[config.mk]
export PLATFORM = sky130hd
export DESIGN_NAME = ttr_alu_top
export DESIGN_NICKNAME = d
export VERILOG_FILES = /design/src/design/ttr_alu_pkg.sv /design/src/design/ttr_alu_top.sv /design/src/design/ttr_vote.sv /design/src/design/result_arbiter.sv /design/src/design/opgroup_cmp.sv /design/src/design/opgroup_add.sv /design/src/design/ttr_issue.sv /design/src/design/redundancy_ctrl.sv
export SDC_FILE = /design/constraint.sdc
export NUM_CORES = 1
export LEC_CHECK = 0
export BUFFER_PORTS_ARGS = -buffer_cell sky130_fd_sc_hd__buf_2
export CAP_MARGIN = 10
export CORE_MARGIN = 5
export CORE_UTILIZATION = 55
export DETAILED_ROUTE_END_ITERATION = 16
export PLACE_DENSITY = 0.83
export SLEW_MARGIN = 40
export SYNTH_ARGS = -nofsm -noshare
export SYNTH_HDL_FRONTEND = slang
export SYNTH_SLANG_ARGS = --single-unit
[constraint.sdc]
create_clock -name clk_i -period 6.02 [get_ports clk_i]
set_input_delay 0 -clock clk_i [delete_from_list [all_inputs] [get_ports clk_i]]
set_output_delay 0 -clock clk_i [all_outputs]
set_load 0.03 [all_outputs]
[src/design/ttr_alu_pkg.sv]
/*
 * TTR ALU package
 * Widths, operation and group encodings, and the structs that carry
 * operations and results between the stages of the unit
 */
`default_nettype none

package ttr_alu_pkg;

  localparam int unsigned DATA_WIDTH = 32;
  localparam int unsigned TAG_WIDTH  = 4;
  localparam int unsigned NUM_GROUPS = 2;
  localparam int unsigned COPY_WIDTH = 2;

  typedef enum logic [2:0] {ADD, SUB, MIN, MAX, SLT, EQ} op_e;

  typedef enum logic {GRP_ADD, GRP_CMP} group_e;

  // Operation group that executes a given op
  function automatic group_e get_group(op_e op);
    case (op)
      ADD, SUB: return GRP_ADD;
      default:  return GRP_CMP;
    endcase
  endfunction

  typedef struct packed {
    logic overflow;
    logic zero;
  } status_t;

  typedef struct packed {
    logic [DATA_WIDTH-1:0] operand_a;
    logic [DATA_WIDTH-1:0] operand_b;
    op_e                   op;
    logic [TAG_WIDTH-1:0]  tag;
  } op_req_t;

  // One numbered copy of an operation
  typedef struct packed {
    op_req_t               req;
    logic [COPY_WIDTH-1:0] copy;
    logic                  last;
  } issue_t;

  typedef struct packed {
    logic [DATA_WIDTH-1:0] result;
    status_t               status;
    logic [TAG_WIDTH-1:0]  tag;
    logic [COPY_WIDTH-1:0] copy;
    logic                  last;
  } group_res_t;

  typedef struct packed {
    logic [DATA_WIDTH-1:0] result;
    status_t               status;
    logic [TAG_WIDTH-1:0]  tag;
  } out_res_t;

endpackage

`default_nettype wire
[src/design/ttr_alu_top.sv]
/*
 * TTR ALU top level
 * Integer execution unit with optional triple time redundancy:
 * controller, issue stage, two operation groups, arbiter and vote
 */
`timescale 1ns/10ps
`default_nettype none

module ttr_alu_top (
  input  logic                  clk_i,
  input  logic                  rst_n_i,
  input  logic                  redundancy_en_i,
  input  logic                  in_valid_i,
  output logic                  in_ready_o,
  input  ttr_alu_pkg::op_req_t  in_req_i,
  output logic                  out_valid_o,
  input  logic                  out_ready_i,
  output ttr_alu_pkg::out_res_t out_res_o,
  output logic                  busy_o,
  output logic                  fault_detected_o
);

  import ttr_alu_pkg::*;

  logic                  gated_valid;
  logic                  issue_ready_in;
  logic                  triple;
  logic                  issue_busy;
  logic                  vote_busy;
  logic                  issue_valid;
  logic                  issue_ready;
  issue_t                issue_data;
  group_e                issue_grp;
  logic [NUM_GROUPS-1:0] grp_in_valid;
  logic [NUM_GROUPS-1:0] grp_in_ready;
  logic [NUM_GROUPS-1:0] grp_out_valid;
  logic [NUM_GROUPS-1:0] grp_out_ready;
  group_res_t            grp_res [NUM_GROUPS];
  logic                  arb_valid;
  logic                  arb_ready;
  group_res_t            arb_res;
  logic                  lock;

  redundancy_ctrl i_ctrl (
    .clk_i,
    .rst_n_i,
    .redundancy_en_i,
    .in_valid_i,
    .in_ready_o,
    .issue_valid_o ( gated_valid    ),
    .issue_ready_i ( issue_ready_in ),
    .issue_busy_i  ( issue_busy     ),
    .vote_busy_i   ( vote_busy      ),
    .triple_o      ( triple         ),
    .busy_o
  );

  ttr_issue i_issue (
    .clk_i,
    .rst_n_i,
    .triple_i ( triple         ),
    .valid_i  ( gated_valid    ),
    .ready_o  ( issue_ready_in ),
    .req_i    ( in_req_i       ),
    .valid_o  ( issue_valid    ),
    .ready_i  ( issue_ready    ),
    .issue_o  ( issue_data     ),
    .busy_o   ( issue_busy     )
  );

  // ------------------------------------------------------------------------
  // Dispatch to the group that executes the op
  // ------------------------------------------------------------------------
  assign issue_grp   = get_group(issue_data.req.op);
  assign issue_ready = grp_in_ready[issue_grp];

  for (genvar g = 0; g < NUM_GROUPS; g++) begin : gen_dispatch
    assign grp_in_valid[g] = issue_valid & (issue_grp == group_e'(g));
  end

  opgroup_add i_add (
    .clk_i,
    .rst_n_i,
    .valid_i ( grp_in_valid[GRP_ADD]  ),
    .ready_o ( grp_in_ready[GRP_ADD]  ),
    .issue_i ( issue_data             ),
    .valid_o ( grp_out_valid[GRP_ADD] ),
    .ready_i ( grp_out_ready[GRP_ADD] ),
    .res_o   ( grp_res[GRP_ADD]       )
  );

  opgroup_cmp i_cmp (
    .clk_i,
    .rst_n_i,
    .valid_i ( grp_in_valid[GRP_CMP]  ),
    .ready_o ( grp_in_ready[GRP_CMP]  ),
    .issue_i ( issue_data             ),
    .valid_o ( grp_out_valid[GRP_CMP] ),
    .ready_i ( grp_out_ready[GRP_CMP] ),
    .res_o   ( grp_res[GRP_CMP]       )
  );

  result_arbiter #(
    .NumIn  ( NUM_GROUPS  ),
    .data_t ( group_res_t )
  ) i_arbiter (
    .clk_i,
    .rst_n_i,
    .valid_i ( grp_out_valid ),
    .ready_o ( grp_out_ready ),
    .data_i  ( grp_res       ),
    .lock_i  ( lock          ),
    .valid_o ( arb_valid     ),
    .ready_i ( arb_ready     ),
    .data_o  ( arb_res       )
  );

  ttr_vote i_vote (
    .clk_i,
    .rst_n_i,
    .valid_i          ( arb_valid   ),
    .ready_o          ( arb_ready   ),
    .res_i            ( arb_res     ),
    .lock_o           ( lock        ),
    .busy_o           ( vote_busy   ),
    .valid_o          ( out_valid_o ),
    .ready_i          ( out_ready_i ),
    .res_o            ( out_res_o   ),
    .fault_detected_o
  );

endmodule

`default_nettype wire

[src/design/ttr_vote.sv]
/*
 * Majority vote
 * Keeps copies 0 and 1, votes bitwise with the last copy and registers
 * the result; a lone copy in single mode goes through the same register
 */
`timescale 1ns/10ps
`default_nettype none

module ttr_vote (
  input  logic                    clk_i,
  input  logic                    rst_n_i,
  input  logic                    valid_i,
  output logic                    ready_o,
  input  ttr_alu_pkg::group_res_t res_i,
  output logic                    lock_o,
  output logic                    busy_o,
  output logic                    valid_o,
  input  logic                    ready_i,
  output ttr_alu_pkg::out_res_t   res_o,
  output logic                    fault_detected_o
);

  import ttr_alu_pkg::*;

  localparam int unsigned VoteW = DATA_WIDTH + $bits(status_t);

  logic             out_valid_q;
  logic             lock_q;
  logic             fault_q;
  logic             accept;
  logic             single;
  logic             mismatch;
  logic [VoteW-1:0] in_bits;
  logic [VoteW-1:0] copy0_q;
  logic [VoteW-1:0] copy1_q;
  logic [VoteW-1:0] maj_bits;
  out_res_t         out_q;

  assign accept  = valid_i & ready_o;
  assign ready_o = ~out_valid_q | ready_i;
  assign in_bits = {res_i.result, res_i.status};
  // Copy 0 marked last only happens in single mode
  assign single  = (res_i.copy == '0);

  assign maj_bits = (copy0_q & copy1_q) | (copy0_q & in_bits) | (copy1_q & in_bits);
  assign mismatch = |((copy0_q ^ copy1_q) | (copy0_q ^ in_bits));

  // ------------------------------------------------------------------------
  // Control
  // ------------------------------------------------------------------------
  always_ff @(posedge clk_i) begin
    if (!rst_n_i) begin
      out_valid_q <= 1'b0;
      lock_q      <= 1'b0;
      fault_q     <= 1'b0;
    end else begin
      fault_q <= 1'b0;
      if (out_valid_q && ready_i) begin
        out_valid_q <= 1'b0;
      end
      if (accept) begin
        if (res_i.last) begin
          out_valid_q <= 1'b1;
          lock_q      <= 1'b0;
          fault_q     <= ~single & mismatch;
        end else begin
          lock_q <= 1'b1;
        end
      end
    end
  end

  // Copy storage and output register
  always_ff @(posedge clk_i) begin
    if (accept) begin
      if (!res_i.last) begin
        if (single) begin
          copy0_q <= in_bits;
        end else begin
          copy1_q <= in_bits;
        end
      end else begin
        {out_q.result, out_q.status} <= single ? in_bits : maj_bits;
        out_q.tag <= res_i.tag;
      end
    end
  end

  assign lock_o           = lock_q;
  assign busy_o           = valid_i | lock_q | out_valid_q;
  assign valid_o          = out_valid_q;
  assign res_o            = out_q;
  assign fault_detected_o = fault_q;

endmodule

`default_nettype wire

[src/design/result_arbiter.sv]
/*
 * Result arbiter
 * Round-robin choice among the group outputs; a lock input keeps the
 * last winner granted while a repeated operation drains
 */
`timescale 1ns/10ps
`default_nettype none

module result_arbiter #(
  parameter int unsigned NumIn  = 2,
  parameter type         data_t = logic
) (
  input  logic             clk_i,
  input  logic             rst_n_i,
  input  logic [NumIn-1:0] valid_i,
  output logic [NumIn-1:0] ready_o,
  input  data_t            data_i [NumIn],
  input  logic             lock_i,
  output logic             valid_o,
  input  logic             ready_i,
  output data_t            data_o
);

  localparam int unsigned IdxW = (NumIn > 1) ? $clog2(NumIn) : 1;

  logic [IdxW-1:0] rr_q;
  logic [IdxW-1:0] last_q;
  logic [IdxW-1:0] sel;

  // First valid input at or after the pointer
  always_comb begin : pick
    int unsigned cand;
    logic        found;
    found = 1'b0;
    sel   = rr_q;
    for (int unsigned k = 0; k < NumIn; k++) begin
      cand = (int'(rr_q) + k) % NumIn;
      if (!found && valid_i[cand]) begin
        found = 1'b1;
        sel   = IdxW'(cand);
      end
    end
    if (lock_i) begin
      sel = last_q;
    end
  end

  assign valid_o = valid_i[sel];
  assign data_o  = data_i[sel];

  always_comb begin
    ready_o = '0;
    ready_o[sel] = ready_i;
  end

  // ------------------------------------------------------------------------
  // Pointer moves past the winner after each transfer
  // ------------------------------------------------------------------------
  always_ff @(posedge clk_i) begin
    if (!rst_n_i) begin
      rr_q   <= '0;
      last_q <= '0;
    end else if (valid_o && ready_i) begin
      last_q <= sel;
      if (int'(sel) == NumIn - 1) begin
        rr_q <= '0;
      end else begin
        rr_q <= sel + IdxW'(1);
      end
    end
  end

endmodule

`default_nettype wire

[src/design/opgroup_cmp.sv]
/*
 * Compare group
 * Signed MIN, MAX, SLT and EQ in a single register stage
 */
`timescale 1ns/10ps
`default_nettype none

module opgroup_cmp (
  input  logic                    clk_i,
  input  logic                    rst_n_i,
  input  logic                    valid_i,
  output logic                    ready_o,
  input  ttr_alu_pkg::issue_t     issue_i,
  output logic                    valid_o,
  input  logic                    ready_i,
  output ttr_alu_pkg::group_res_t res_o
);

  import ttr_alu_pkg::*;

  logic                  valid_q;
  logic                  a_lt_b;
  logic [DATA_WIDTH-1:0] opa;
  logic [DATA_WIDTH-1:0] opb;
  logic [DATA_WIDTH-1:0] result;
  group_res_t            res_q;

  assign opa    = issue_i.req.operand_a;
  assign opb    = issue_i.req.operand_b;
  assign a_lt_b = $signed(opa) < $signed(opb);

  always_comb begin
    case (issue_i.req.op)
      MIN:     result = a_lt_b ? opa : opb;
      MAX:     result = a_lt_b ? opb : opa;
      SLT:     result = DATA_WIDTH'(a_lt_b);
      EQ:      result = DATA_WIDTH'(opa == opb);
      default: result = '0;
    endcase
  end

  assign ready_o = ~valid_q | ready_i;

  always_ff @(posedge clk_i) begin
    if (!rst_n_i) begin
      valid_q <= 1'b0;
    end else if (ready_o) begin
      valid_q <= valid_i;
    end
  end

  // Compares never overflow
  always_ff @(posedge clk_i) begin
    if (ready_o) begin
      res_q.result          <= result;
      res_q.status.overflow <= 1'b0;
      res_q.status.zero     <= (result == '0);
      res_q.tag             <= issue_i.req.tag;
      res_q.copy            <= issue_i.copy;
      res_q.last            <= issue_i.last;
    end
  end

  assign valid_o = valid_q;
  assign res_o   = res_q;

endmodule

`default_nettype wire

[src/design/opgroup_add.sv]
/*
 * Add group
 * Two-stage ADD/SUB pipeline; stage one forms the sum, stage two
 * derives signed overflow and the zero flag
 */
`timescale 1ns/10ps
`default_nettype none

module opgroup_add (
  input  logic                    clk_i,
  input  logic                    rst_n_i,
  input  logic                    valid_i,
  output logic                    ready_o,
  input  ttr_alu_pkg::issue_t     issue_i,
  output logic                    valid_o,
  input  logic                    ready_i,
  output ttr_alu_pkg::group_res_t res_o
);

  import ttr_alu_pkg::*;

  typedef struct packed {
    logic [DATA_WIDTH-1:0] sum;
    logic                  a_msb;
    logic                  b_msb;
    logic                  is_sub;
    logic [TAG_WIDTH-1:0]  tag;
    logic [COPY_WIDTH-1:0] copy;
    logic                  last;
  } stage1_t;

  logic       valid1_q;
  logic       valid2_q;
  logic       advance;
  stage1_t    s1_d;
  stage1_t    s1_q;
  group_res_t res_d;
  group_res_t res_q;

  // Both stages move together
  assign advance = ~valid2_q | ready_i;

  // Stage one
  assign s1_d.is_sub = (issue_i.req.op == SUB);
  assign s1_d.sum    = s1_d.is_sub ? issue_i.req.operand_a - issue_i.req.operand_b
                                   : issue_i.req.operand_a + issue_i.req.operand_b;
  assign s1_d.a_msb  = issue_i.req.operand_a[DATA_WIDTH-1];
  assign s1_d.b_msb  = issue_i.req.operand_b[DATA_WIDTH-1];
  assign s1_d.tag    = issue_i.req.tag;
  assign s1_d.copy   = issue_i.copy;
  assign s1_d.last   = issue_i.last;

  // Stage two: overflow when the sign of the result cannot be right
  assign res_d.result          = s1_q.sum;
  assign res_d.status.overflow = (s1_q.a_msb ^ s1_q.b_msb ^ ~s1_q.is_sub) &
                                 (s1_q.sum[DATA_WIDTH-1] ^ s1_q.a_msb);
  assign res_d.status.zero     = (s1_q.sum == '0);
  assign res_d.tag             = s1_q.tag;
  assign res_d.copy            = s1_q.copy;
  assign res_d.last            = s1_q.last;

  always_ff @(posedge clk_i) begin
    if (!rst_n_i) begin
      valid1_q <= 1'b0;
      valid2_q <= 1'b0;
    end else if (advance) begin
      valid1_q <= valid_i;
      valid2_q <= valid1_q;
    end
  end

  always_ff @(posedge clk_i) begin
    if (advance) begin
      s1_q  <= s1_d;
      res_q <= res_d;
    end
  end

  assign ready_o = advance;
  assign valid_o = valid2_q;
  assign res_o   = res_q;

endmodule

`default_nettype wire

[src/design/ttr_issue.sv]
/*
 * Issue stage
 * Registers one operation and sends it on as one copy, or as three
 * numbered copies in triple mode, with the last flag on the final one
 */
`timescale 1ns/10ps
`default_nettype none

module ttr_issue (
  input  logic                 clk_i,
  input  logic                 rst_n_i,
  input  logic                 triple_i,
  input  logic                 valid_i,
  output logic                 ready_o,
  input  ttr_alu_pkg::op_req_t req_i,
  output logic                 valid_o,
  input  logic                 ready_i,
  output ttr_alu_pkg::issue_t  issue_o,
  output logic                 busy_o
);

  import ttr_alu_pkg::*;

  logic                  valid_q;
  op_req_t               op_q;
  logic [COPY_WIDTH-1:0] copy_q;
  logic                  last_copy;

  // Single mode ends after copy 0
  assign last_copy = ~triple_i | (copy_q == COPY_WIDTH'(2));

  always_ff @(posedge clk_i) begin
    if (!rst_n_i) begin
      valid_q <= 1'b0;
      copy_q  <= '0;
    end else if (valid_i && ready_o) begin
      valid_q <= 1'b1;
      copy_q  <= '0;
    end else if (valid_q && ready_i) begin
      if (last_copy) begin
        valid_q <= 1'b0;
      end else begin
        copy_q <= copy_q + COPY_WIDTH'(1);
      end
    end
  end

  always_ff @(posedge clk_i) begin
    if (valid_i && ready_o) begin
      op_q <= req_i;
    end
  end

  // One operation at a time
  assign ready_o = ~valid_q;
  assign valid_o = valid_q;
  assign busy_o  = valid_q;

  assign issue_o.req  = op_q;
  assign issue_o.copy = copy_q;
  assign issue_o.last = last_copy;

endmodule

`default_nettype wire

[src/design/redundancy_ctrl.sv]
/*
 * Redundancy controller
 * Owns the redundancy mode, holds off new input while a mode change
 * is pending and flips the mode once the unit has gone idle
 */
`timescale 1ns/10ps
`default_nettype none

module redundancy_ctrl (
  input  logic clk_i,
  input  logic rst_n_i,
  input  logic redundancy_en_i,
  input  logic in_valid_i,
  output logic in_ready_o,
  output logic issue_valid_o,
  input  logic issue_ready_i,
  input  logic issue_busy_i,
  input  logic vote_busy_i,
  output logic triple_o,
  output logic busy_o
);

  logic req_q;
  logic triple_q;
  logic pending;
  logic idle;

  // Requested mode differs from the one in use
  assign pending = req_q ^ triple_q;
  assign idle    = ~issue_busy_i & ~vote_busy_i;

  // Input is blocked until the switch has happened
  assign in_ready_o    = issue_ready_i & ~pending;
  assign issue_valid_o = in_valid_i & ~pending;

  always_ff @(posedge clk_i) begin
    if (!rst_n_i) begin
      req_q    <= 1'b0;
      triple_q <= 1'b0;
    end else begin
      req_q <= redundancy_en_i;
      if (pending && idle) begin
        triple_q <= req_q;
      end
    end
  end

  assign triple_o = triple_q;
  assign busy_o   = ~idle | pending;

endmodule

`default_nettype wire

==> flow_summary.yaml <==
die:
  initial_utilization: 0.561
  core_area_um2: 28900
  die_area_um2: 33000
  row_count: 62
  chipHeight_um: 182
  num_io_pins: 118
  die_width_um: 182
place:
  placed_cells: 1844
  numPortBuffers: 117
  place_worst_setup_slack_ps: 1490
  hpwl_mm: 28.5
  gp_congestion: 0.944
  post_detailed_placement_cell_area_um2: 17200
timing:
  maxClockFrequency_mhz: 216
  setup-tns-final_ps: 0
  drv_slew: 0
  worstMarginPinSlew_ps: 831
  fin_skew_ps: 20.9
  hold-worst-slack_ps: 112
  report.final.hold_viol_count: 0
  slew_headroom: 0.439
  final.setup.worst_slack_ps: 1400
  final_min_period_over_clock_period: 0.768
  finalWorstPathRequiredPeriod_ps: 4620
  report.final.setup_viol: 0
  grt_setup_unrepaired: "false"
grt:
  grtUsageTotal: 0.241
  grt-ovfl-total: 0
  global_route_wire_length_before_repair_mm: 63.7
  first_global_vias: 11750
  antenna_violations_before_repair: 0
  grt_max_degree: 72
logic_synthesis:
  synth_top_cell_by_area: "edfxtp_1"
  synth_top_flop_cell: "edfxtp_1"
  ys.warnings.count: 0
  synthArstFlopShare: 0
  ys_top_cells_by_area: "edfxtp_1, ha_1, a21oi_1, o21ai_0, nor2_1"
  post-synth-top-area-fraction: 0.556
  postSynthCellCount: 1384
  syn_nets: 1594
  sequential_fraction_of_the_synthesis_area: 0.572
  postSynthAreaPerCell_um2: 11.7
  synth-edff-count: 300
  yosys.cell_types.count: 67
  register_bit_count_reported_by_yosys: 313
  synth.cell_area_um2: 16200
finish:
  num_antenna_cells: 0
  drive_above_1_share: 0.152
  final_core_utilization: 0.661
  post_layout_nonfiller_instances: 1978
  n_fill_cell: 2110
  final_cell_mix: "edfxtp_1, ha_1, nor2_1, buf_2, nand2_1"
  finish.net_count: 1779
  design_area_um2: 19100
  layout-area-overhead-vs-synth_pct: 17.8
  mostFrequentLayoutCell: "edfxtp_1"
clock_network:
  resized_gates_after_cts: 0
  post-cts-setup-buffers: 0
  clock_tree_from_tritoncts: "built"
  htreeDepth: 1
  max-clock-path-buffers: 3
  clock_insertion_delay_worst_skew_ps: 590
  clkTransAtPathRegs_ps: 70
  cts_buffers: 31
  cts_root_buf: "clkbuf_16"
  clock_sinks: 313
  post_cts_hold_buffer_count: 76
worst_setup_path:
  ff2ff_path_depth: 12
  critical_path_peak_fanout: 19
  timing.setup.critical_path_class: "reg -> reg"
  required_ps: 6440
  critical_path.endpoint_type: "register"
  cp_data_arrival_time_ps: 5040
  timing.critical_path.from: "i_issue.issue_o[67]"
  regToRegEndpoint: "i_cmp.res_o[7]"
  timing.rr.start: "i_issue.issue_o[67]"
  critPathCapture: "i_cmp.res_o[7]"
  critPathLaunchType: "register"
  worst-r2r-setup-slack_ps: 1400
route:
  dr_total_vias: 11684
  viasPerCell: 5.91
  drtIter0Drc: 1086
  drt_first_pass_iters: 5
  routed_wirelength_mm: 40.5
  antenna_left: 0
  remaining_drc_errors: 0
  wl_per_cell_um: 20.5
status:
  outcome: "complete, no violations"
hold_path:
  timing.hold.worst.class: "in -> reg"
power_and_ir_drop:
  ir_drop_mv: 0.238
  powerDensity_nw_per_um2: 325
  power.total_mw: 6.21
  cellLeakagePower_nw: 7.47
run:
  max_cap_violations: 0
metal layers:
| layer | wire length (um) | vias to the layer above | global-route usage |
|---|---|---|---|
| met5 | 0 | - | 0 |
| met4 | 1260 | 0 | 0.0702 |
| li1 | - | 5567 | - |
| met2 | 18900 | 485 | 0.390 |
| met3 | 3470 | 85 | 0.0510 |
| met1 | 16800 | 5547 | 0.332 |
worst min path at each step:
stage	from	to	slack (ps)	cells past startpoint
CTS	in_req_i[16]	i_issue.issue_o[19]	100	2
global route	in_req_i[6]	i_issue.issue_o[9]	110	2
global placement	in_req_i[18]	i_issue.issue_o[21]	180	1
detailed placement	in_req_i[69]	i_issue.issue_o[72]	180	1
finish	in_req_i[45]	i_issue.issue_o[48]	110	2
floorplan	in_req_i[7]	i_issue.issue_o[10]	100	0
synthesized netlist by cell type, types with 3 or more instances:
cell,instances
nand2_1,116
mux2i_1,8
a211o_1,5
and3_1,8
o21a_1,10
clkbuf_1,52
nor2b_1,10
a221oi_1,3
ha_1,132
nand3_1,14
a21oi_1,108
o21ai_0,102
o311ai_0,9
and2_1,5
edfxtp_1,300
nor3_1,26
o31a_1,4
nor4_1,36
a31oi_1,8
inv_1,67
a311oi_1,3
o22ai_1,6
a22oi_1,3
a21o_1,15
nor4b_1,3
nand4_1,12
buf_2,4
or2_2,5
mux2_2,37
nand2b_1,13
or3_1,7
o41ai_1,3
a2111oi_0,4
nor3b_1,3
nor2_1,118
a311o_1,4
o211ai_1,9
o31ai_1,12
o21bai_1,4
a21boi_0,4
or4_1,8
xnor2_1,26
dfxtp_1,13
a211oi_1,14
xor2_1,7
power breakdown:
group	switching (mW)	internal, mW
combinational	0.805	0.488
clock	0.831	1.18
sequential	0.140	2.76
sequential cells by signal (all words and copies together) (netlist names):
name and cells:
i_arbiter.rr_q 1, i_arbiter.last_q 1, i_add.res_d 39, i_vote.valid_o 1
i_vote.res_o 38, i_add.s1_q 3, i_add.res_o 41, i_vote.lock_o 1
i_vote.copy0_q 34, i_cmp.res_o 40, i_issue.busy_o 1, i_issue.copy_q 2
i_vote.fault_detected_o 1, i_ctrl.triple_o 1, i_cmp.valid_o 1, i_issue.issue_o 71
i_ctrl.req_q 1, i_vote.copy1_q 34, i_add.valid1_q 1, i_add.valid_o 1
layout make-up:
cell class / count / area, um2 / area share
Sequential cell: 313 / 9270 / 0.486
Multi-Input combinational cell: 945 / 6510 / 0.341
Timing Repair Buffer: 210 / 1490 / 0.0783
Clock buffer: 44 / 906 / 0.0475
Tap cell: 384 / 480 / 0.0252
Inverter: 68 / 255 / 0.0134
Clock inverter: 14 / 175 / 0.00918
logic make-up (layout without fill, tap and decap cells):
family / Yosys count / count (layout) / synth area share
buffers and inverters: 126 / 336 / 0.0300
multiplexers: 45 / 45 / 0.0307
AO/OA/AOI/OAI: 341 / 341 / 0.129
XOR/XNOR: 34 / 34 / 0.0188
adder cells (fa/ha/maj): 135 / 135 / 0.105
AND/OR/NAND/NOR: 390 / 390 / 0.114
flip-flops: 313 / 313 / 0.572
critical path, cell delays in order (launching register included):
cell and delay, ps:
edfxtp_1 440, ha_1 570, nand4_1 270, or3_1 410
o22ai_1 190, o32a_1 360, a211oi_4 130, buf_6 190
xnor2_2 650, buf_4 410, o22ai_1 110, or4_1 550
nor4_2 160
No activity file was read; power rests on OpenSTA's default activity.
